`config.mk`:
```
export PLATFORM = sky130hd
export DESIGN_NAME = z80_bus_top
export DESIGN_NICKNAME = d
export VERILOG_FILES = /design/src/source/z80_bus_pkg.sv /design/src/source/memmap_pkg.sv /design/src/source/z80_clock_reset.sv /design/src/source/z80_bus_sampler.sv /design/src/source/bank_regs.sv /design/src/source/mem_mapper.sv /design/src/source/z80_bus_top.sv
export SDC_FILE = /design/constraint.sdc
export NUM_CORES = 1
export LEC_CHECK = 0
export BUFFER_PORTS_ARGS = -buffer_cell sky130_fd_sc_hd__buf_2
export CAP_MARGIN = 10
export CORE_MARGIN = 1
export CORE_UTILIZATION = 32
export DETAILED_ROUTE_END_ITERATION = 12
export PLACE_DENSITY_LB_ADDON = 0.05
export RECOVER_POWER = 50
export SKIP_LAST_GASP = 1
export SYNTH_ARGS = -nofsm -noshare
export SYNTH_HDL_FRONTEND = slang
export SYNTH_SLANG_ARGS = --single-unit
```
`constraint.sdc`:
```
create_clock -name sysclk -period 3.4 [get_ports sysclk]
set_input_delay 0.51 -clock sysclk [delete_from_list [all_inputs] [get_ports sysclk]]
set_output_delay 0.51 -clock sysclk [all_outputs]
set_load 0.005 [all_outputs]
```
`src/source/z80_bus_pkg.sv`:
```
package z80_bus_pkg;

    ////////////////////////////////////////
    // Raw Z80 expansion bus
    ////////////////////////////////////////

    // Pins as seen at the FPGA, all async to sysclk
    typedef struct packed {
        logic [15:0] addr;      // CPU address
        logic [7:0]  data;      // Data bus, input side only
        logic        rd_n;      // Read strobe
        logic        wr_n;      // Write strobe
        logic        mreq_n;    // Memory request
        logic        iorq_n;    // I/O request
        logic        m1_n;      // Opcode fetch / int ack marker
    } z80_bus_s;

    ////////////////////////////////////////
    // Synchronized I/O cycle
    ////////////////////////////////////////

    // Handed from the sampler to the register block
    typedef struct packed {
        logic [7:0] port;       // Low address byte
        logic [7:0] data;       // Write data
        logic       wr_pulse;   // Single sysclk strobe per I/O write
        logic       rd_active;  // Held for the whole I/O read
    } io_req_s;

    ////////////////////////////////////////
    // I/O map
    ////////////////////////////////////////

    // Bank registers live at F0h..F3h
    localparam logic [7:0] bank_port_base = 8'hF0;

    // Port bits that pick one of the four banks
    localparam int bank_sel_bits = 2;

    // Z80 can still do I/O while in a wait
    // state, the sampler does not care

endpackage

```
`src/source/memmap_pkg.sv`:
```
package memmap_pkg;

    ////////////////////////////////////////
    // Bank register layout
    ////////////////////////////////////////

    // Mapper view of one bank byte
    typedef struct packed {
        logic       readonly;   // Blocks memory writes to the quarter
        logic       reserved;   // Stored and read back, no effect
        logic [5:0] page;       // 16 KB page number
    } bank_fields_s;

    // Same byte, raw over I/O or split for the mapper
    typedef union packed {
        logic [7:0]   raw;
        bank_fields_s fields;
    } bank_reg_u;

    // One register per 16 KB CPU quarter, index = addr[15:14]
    typedef bank_reg_u [3:0] bank_set_t;

    ////////////////////////////////////////
    // Memory side outputs
    ////////////////////////////////////////

    typedef struct packed {
        logic [4:0] ba;         // Upper physical address bits
        logic       rom_ce_n;   // Flash
        logic       cart_ce_n;  // Cartridge slot
        logic       ram_ce_n;   // SRAM
    } mem_sel_s;

    ////////////////////////////////////////
    // Page regions
    ////////////////////////////////////////

    // Decided by page[5:4]
    localparam logic [1:0] region_rom  = 2'b00;  // Pages 0..15
    localparam logic [1:0] region_cart = 2'b01;  // Pages 16..31
    localparam logic       region_ram  = 1'b1;   // page[5] set, pages 32..63

    ////////////////////////////////////////
    // Power-up map
    ////////////////////////////////////////

    // Quarter 3 down to quarter 0
    localparam bank_set_t bank_reset_value = {
        8'h93,      // Cartridge page 19, readonly
        8'h22,      // RAM page 34
        8'h21,      // RAM page 33
        8'h80       // ROM page 0, readonly
    };

endpackage

```
`src/source/z80_clock_reset.sv`:
```
`timescale 1ns/1ps

module z80_clock_reset #(
    parameter int reset_bits = 22           // 2^22 sysclk, roughly 146 ms
) (
    input  logic sysclk,
    input  logic rst_n,
    output logic z80_reset_n,
    output logic phi
);

    ////////////////////////////////////////
    // Phase clock
    ////////////////////////////////////////

    logic [1:0] phi_div;                    // Divide by 4

    always_ff @(posedge sysclk or negedge rst_n) begin
        if (!rst_n) begin
            phi_div <= 2'b00;
        end else begin
            phi_div <= phi_div + 2'b01;     // Free running, ignores Z80 reset
        end
    end

    assign phi = phi_div[1];                // Low for 2, high for 2

    ////////////////////////////////////////
    // Reset stretcher
    ////////////////////////////////////////

    // One extra bit, the MSB is the done flag
    logic [reset_bits:0] rst_cnt;

    always_ff @(posedge sysclk or negedge rst_n) begin
        if (!rst_n) begin
            rst_cnt <= '0;                  // Restart on every board reset
        end else if (!rst_cnt[reset_bits]) begin
            rst_cnt <= rst_cnt + 1'b1;
        end
    end

    // Counter parks once the MSB sets
    assign z80_reset_n = rst_cnt[reset_bits];   // Release after 2^reset_bits edges

endmodule

```
`src/source/z80_bus_sampler.sv`:
```
`timescale 1ns/1ps

module z80_bus_sampler
    import z80_bus_pkg::*;
(
    input  logic     sysclk,
    input  logic     rst_n,
    input  z80_bus_s bus,
    output io_req_s  io_req
);

    ////////////////////////////////////////
    // Strobe synchronizer
    ////////////////////////////////////////

    // Bit order {iorq_n, rd_n, wr_n, m1_n}
    logic [3:0] strb_s1;
    logic [3:0] strb_s2;

    always_ff @(posedge sysclk or negedge rst_n) begin
        if (!rst_n) begin
            strb_s1 <= 4'hF;                // All strobes idle
            strb_s2 <= 4'hF;
        end else begin
            strb_s1 <= {bus.iorq_n, bus.rd_n, bus.wr_n, bus.m1_n};
            strb_s2 <= strb_s1;
        end
    end

    // Port and data follow the same two stages
    logic [7:0] port_s1, port_s2;
    logic [7:0] data_s1, data_s2;

    always_ff @(posedge sysclk) begin
        port_s1 <= bus.addr[7:0];           // I/O port is the low byte
        port_s2 <= port_s1;
        data_s1 <= bus.data;
        data_s2 <= data_s1;
    end

    ////////////////////////////////////////
    // I/O cycle decode
    ////////////////////////////////////////

    logic iorq_s, rd_s, wr_s, m1_s;
    logic io_wr;                            // Synchronized I/O write level
    logic io_rd;                            // Synchronized I/O read level
    logic io_wr_d;                          // Previous io_wr for edge detect

    assign iorq_s = strb_s2[3];
    assign rd_s   = strb_s2[2];
    assign wr_s   = strb_s2[1];
    assign m1_s   = strb_s2[0];

    // Strobes active low; m1 low with iorq low is int ack
    assign io_wr = !iorq_s && !wr_s && m1_s;
    assign io_rd = !iorq_s && !rd_s && m1_s;

    always_ff @(posedge sysclk or negedge rst_n) begin
        if (!rst_n) begin
            io_wr_d          <= 1'b0;
            io_req           <= '0;
        end else begin
            io_wr_d          <= io_wr;
            io_req.port      <= port_s2;            // Payload registered alongside the strobes
            io_req.data      <= data_s2;
            io_req.wr_pulse  <= io_wr && !io_wr_d;  // Rising edge only
            io_req.rd_active <= io_rd;              // Level while read lasts
        end
    end

endmodule

```
`src/source/bank_regs.sv`:
```
`timescale 1ns/1ps

module bank_regs
    import z80_bus_pkg::*;
    import memmap_pkg::*;
(
    input  logic       sysclk,
    input  logic       rst_n,
    input  io_req_s    io_req,
    output bank_set_t  bank_set,
    output logic [7:0] d_out,
    output logic       d_oe
);

    ////////////////////////////////////////
    // Port decode
    ////////////////////////////////////////

    logic                     port_hit;     // F0h..F3h
    logic [bank_sel_bits-1:0] port_sel;     // Which bank

    assign port_hit = (io_req.port[7:bank_sel_bits] ==
                       bank_port_base[7:bank_sel_bits]);
    assign port_sel = io_req.port[bank_sel_bits-1:0];

    ////////////////////////////////////////
    // Bank registers
    ////////////////////////////////////////

    bank_set_t bank_r;

    always_ff @(posedge sysclk or negedge rst_n) begin
        if (!rst_n) begin
            bank_r <= bank_reset_value;     // ROM, RAM, RAM, cart
        end else if (io_req.wr_pulse && port_hit) begin
            bank_r[port_sel].raw <= io_req.data;    // Whole byte, all bits kept
        end
    end

    assign bank_set = bank_r;

    ////////////////////////////////////////
    // Readback
    ////////////////////////////////////////

    logic rd_hit;

    assign rd_hit = io_req.rd_active && port_hit;

    // Output enable for the board data pin
    always_ff @(posedge sysclk or negedge rst_n) begin
        if (!rst_n) begin
            d_oe <= 1'b0;
        end else begin
            d_oe <= rd_hit;                 // Drops one cycle after rd_active
        end
    end

    // Data only matters while d_oe is high
    always_ff @(posedge sysclk) begin
        if (rd_hit) begin
            d_out <= bank_r[port_sel].raw;
        end
    end

endmodule

```
`src/source/mem_mapper.sv`:
```
`timescale 1ns/1ps

module mem_mapper
    import z80_bus_pkg::*;
    import memmap_pkg::*;
(
    input  z80_bus_s  bus,
    input  bank_set_t bank_set,
    output mem_sel_s  mem_sel
);

    ////////////////////////////////////////
    // Quarter lookup
    ////////////////////////////////////////

    logic [1:0] quarter;
    bank_reg_u  bank_cur;                   // Register for this quarter

    assign quarter  = bus.addr[15:14];      // 16 KB quarters
    assign bank_cur = bank_set[quarter];

    ////////////////////////////////////////
    // Cycle qualification
    ////////////////////////////////////////

    logic mem_cycle;                        // Read or write, no refresh
    logic wr_blocked;                       // Write to a readonly bank
    logic ce_allow;

    // Refresh has mreq low with both rd and wr high
    assign mem_cycle  = !bus.mreq_n && (!bus.rd_n || !bus.wr_n);
    assign wr_blocked = !bus.wr_n && bank_cur.fields.readonly;
    assign ce_allow   = mem_cycle && !wr_blocked;

    ////////////////////////////////////////
    // Chip enables
    ////////////////////////////////////////

    logic is_rom, is_cart, is_ram;

    // Regions by top page bits, exactly one is set
    assign is_ram  = (bank_cur.fields.page[5] == region_ram);
    assign is_cart = !is_ram && (bank_cur.fields.page[5:4] == region_cart);
    assign is_rom  = !is_ram && (bank_cur.fields.page[5:4] == region_rom);

    always_comb begin
        mem_sel           = '0;
        mem_sel.ba        = bank_cur.fields.page[4:0];  // Driven in every cycle
        mem_sel.rom_ce_n  = 1'b1;                       // Idle high
        mem_sel.cart_ce_n = 1'b1;
        mem_sel.ram_ce_n  = 1'b1;
        if (ce_allow) begin
            mem_sel.rom_ce_n  = !is_rom;
            mem_sel.cart_ce_n = !is_cart;
            mem_sel.ram_ce_n  = !is_ram;
        end
    end

    // Reserved bit not decoded here, only read back

endmodule

```
`src/source/z80_bus_top.sv`:
```
`timescale 1ns/1ps

module z80_bus_top
    import z80_bus_pkg::*;
    import memmap_pkg::*;
#(
    parameter int reset_bits = 22           // Full length on the board
) (
    input  logic       sysclk,
    input  logic       rst_n,               // Board power-on reset
    input  z80_bus_s   bus,                 // Async Z80 pins
    output logic       z80_reset_n,
    output logic       phi,                 // Z80 clock
    output mem_sel_s   mem_sel,
    output logic [7:0] d_out,               // Wrapper builds the tristate
    output logic       d_oe
);

    ////////////////////////////////////////
    // Internal links
    ////////////////////////////////////////

    io_req_s   io_req;                      // Sampler to registers
    bank_set_t bank_set;                    // Registers to mapper

    ////////////////////////////////////////
    // Clock and reset
    ////////////////////////////////////////

    z80_clock_reset #(
        .reset_bits  (reset_bits)
    ) u_clock_reset (
        .sysclk      (sysclk),
        .rst_n       (rst_n),
        .z80_reset_n (z80_reset_n),
        .phi         (phi)
    );

    ////////////////////////////////////////
    // Bus path
    ////////////////////////////////////////

    z80_bus_sampler u_sampler (
        .sysclk (sysclk),
        .rst_n  (rst_n),
        .bus    (bus),
        .io_req (io_req)
    );

    bank_regs u_bank_regs (
        .sysclk   (sysclk),
        .rst_n    (rst_n),
        .io_req   (io_req),
        .bank_set (bank_set),
        .d_out    (d_out),
        .d_oe     (d_oe)
    );

    // Memory path bypasses the sampler, zero latency
    mem_mapper u_mapper (
        .bus      (bus),
        .bank_set (bank_set),
        .mem_sel  (mem_sel)
    );

endmodule

```
==> results.md <==
* Hold wc startpoint: bus[4]
* Top cells by area, synth: dfrtp_1, dfxtp_1, dfstp_2, mux4_2, mux2_2
* Post-DP HPWL at 4757 µm
* Clock share of power at 52.6%
* Global-route wire length before repair at 12830 µm
* Slew HR at -63.64%
* Max Fclk at 390.4 MHz
* Crit path cell chain: buf_2 -> mux4_2 -> nor2b_1 -> a211oi_1 -> nand3b_1 -> buf_2
* Max-slew violations at 48
* Run status: finished, violations left
* Total of max-cap violations at 1
* Crit start category: primary input
* Clock slew at reported path FFs at 0.05 ns
* Seq/Total Area, Yosys at 69.75%
* Synth warn at 0
* Sw frac at 19.83%
* Worst Hold Depth at 1
* Post-synth cell types at 33
* Num Clock Sinks at 125
* Setup TNS at 0 ns
* Peak supply drop at 0.3345 mV
* DR pass1 iterations at 4
* Routed Wire Length at 7688 µm
* Vias in the first global route at 2363
* Min setup slack post-route at 0.8384 ns
* Routed wire per std cell at 15.13 µm
* Minimum clock period at 2.562 ns
* Initial Util at 32.79%
* Post-Synthesis Cells at 259
* Pleak at 2.391 nW
* Drt via density at 4.331
* FP Rows at 42
* Die height at 118.5 µm
* Internal cell power at 2.755 mW
* Ratio of cells with drive above 1 in the final layout at 42.47%
* Number of diodes at 0
* Combinational share of power at 1.8%
* Reg-to-reg slack, setup at 1.19 ns
* Final hold violations at 0
* Slowest cell on the critical path: mux4_2
* Avg Inst Size Synth at 16.77 µm²
* Port bufs at 43
* Hold Path End: u_sampler.strb_s1[2]
* WP buf/inv at 2
* Clk buf depth at 2
* Root buf cell: clkbuf_16
* Slew @ Worst Pin at 2.455 ns
* Cts repair resizes at 0
* HP Class: primary input to flop
* Reg2Reg Capture Point: u_bank_regs.bank_set[2]
* Setup Buffers After CTS at 0
* RSZ-0062 raised after global routing: no
* Most common cell after layout, fill and taps aside: dfrtp_1
* Cts bufs inserted at 17
* # setup viols final at 0
* Num ports at 50
* Nets at 351
* Crit path top cell by count: buf_2
* Top cell type by total area after synthesis: dfrtp_1
* Crit path max-delay family: multiplexers
* Clock skew at 0.007590 ns
* Gpl congestion at 0.6541
* Mapped cell area at 0.004343 mm²
* Via count at 2200
* Die Area at 0.01404 mm²
* Cts hold-fix bufs at 0
* Die X at 118.5 µm
* Critical Path Max Stage Delay at 0.57 ns
* GRT Resource Usage Total at 12.76%
* NetSw at 0.6812 mW
* WP data required at 2.89 ns
* Worst EP arrival at 2.05 ns
* H-tree depth at 4
* Final Cycle Share at 75.34%
* ANT nets after route at 0
* Register share of total power at 45.6%
* P&R area growth vs syn at 23.88%
* Reg2reg path depth at 4
* Top cell type's share of synthesized area at 39.18%
* CTS tree: built
* CP max FO at 7
* Post-Syn Nets at 291
* Failing checks: capacitance limit, slew limit
* Critical path class: primary input to output pin
* Worst R2R Start: u_sampler.io_req[16]
* Remaining DRCs at 0
* Largest net degree at the start of global routing at 48
* Commonest non-fill, non-tap cells in the layout: dfrtp_1, buf_2, dfxtp_1, mux2_2, clkbuf_16
* Core area at 0.01324 mm²
* Drt initial violations at 91
* Critical Path End Type: output pin
* Initial antenna violation count at 0
* Worst skew pair latency at 0.41 ns
* Synth Register Bits at 125
* Global route overflow at 0
* Power density over cell area at 638.6 mW/mm²
* Pre-CTS setup slack at 0.8191 ns
-- power groups by stage --
stage / clock (mW) / combinational (mW) / sequential [mW]
detailed placement: 0 / 0.0670 / 1.59
finish: 1.81 / 0.0624 / 1.57
global route: 1.94 / 0.0718 / 1.57
floorplan: 0 / 0.0283 / 1.58
CTS: 1.87 / 0.0674 / 1.57
global placement: 0 / 0.0666 / 1.59
-- worst max-delay path by stage --
stage                                     endpoint     from  cells past startpoint
after CTS                               mem_sel[1]  bus[27]                      6
after detailed placement                mem_sel[1]  bus[27]                      6
final                                   mem_sel[1]  bus[27]                      6
after global placement                  mem_sel[1]  bus[27]                      6
after floorplan                         mem_sel[1]  bus[27]                      5
after global routing      u_bank_regs.bank_set[26]    rst_n                      2
-- routing by layer --
layer / vias to the layer above / global-route usage [%] / part of all wire [%]
met5: - / 0 / 0
met4: 0 / 6.408 / 1.8
met3: 8 / 5.116 / 4.6
met2: 42 / 18.60 / 46
met1: 1097 / 16.37 / 48
li1: 1053 / - / -
-- cell usage after synthesis --
cell	count
a31o_2	1
dfxtp_1	32
nand4_1	5
nand2_1	10
nor2_1	8
or4b_4	1
nand4b_1	3
nor3_1	2
xor2_1	4
nand3b_1	2
inv_1	2
nand3_1	9
mux2_4	8
clkbuf_1	2
nor4b_1	2
dfrtp_1	68
nor4_1	2
edfxtp_1	8
or3_1	1
mux4_2	15
dfstp_2	17
ha_1	1
mux2_2	25
nor3b_4	1
and4_1	2
and3_1	2
buf_1	2
xnor2_1	18
and2_1	1
a211oi_1	1
buf_6	1
nand2b_1	2
nor2b_1	1
-- state kept, by name (all words and copies together), names as in the netlist, 8 cells and up --
register and cells:
u_sampler.port_s2 8, u_clock_reset.rst_cnt 23, u_bank_regs.bank_set 32, u_sampler.data_s2 8
u_sampler.port_s1 8, u_bank_regs.d_out 8, u_sampler.data_s1 8, u_sampler.io_req 18
-- stage by stage --
step / hold slack, ns / utilization, % / cells / power, mW / cell area (µm²)
6_report: 0.2001 / 40.63 / 508 / 3.436 / 5380
5_1_grt: 0.1732 / 40.63 / 508 / 3.584 / 5380
4_1_cts: 0.1281 / 40.69 / 508 / 3.505 / 5389
3_5_place_dp: 0.3121 / 36.12 / 476 / 1.660 / 4783
3_3_place_gp: 0.3108 / 36.12 / 476 / 1.660 / 4783
2_1_floorplan: 0.2144 / - / 259 / 1.608 / 4343
-- kinds of logic after synthesis --
kind of cell	after synthesis	synth area share [%]
xor+xnor	22	4.437
flops	125	69.75
compound gates	2	0.3746
buf+inv	7	0.7780
simple gates	54	7.347
mux	48	17.03
fa+ha+maj	1	0.2881
-- layout make-up --
cell class | instances | area [µm²]
clock inverters | 9 | 105.1
flip-flops and latches | 125 | 3029
multi-input cells | 127 | 1286
well taps | 176 | 220.2
clock buffers | 23 | 500.5
repair buffers | 46 | 231.5
fillers | 1264 | 7863
inverters | 2 | 7.507
No activity file was read; power rests on OpenSTA's default activity.
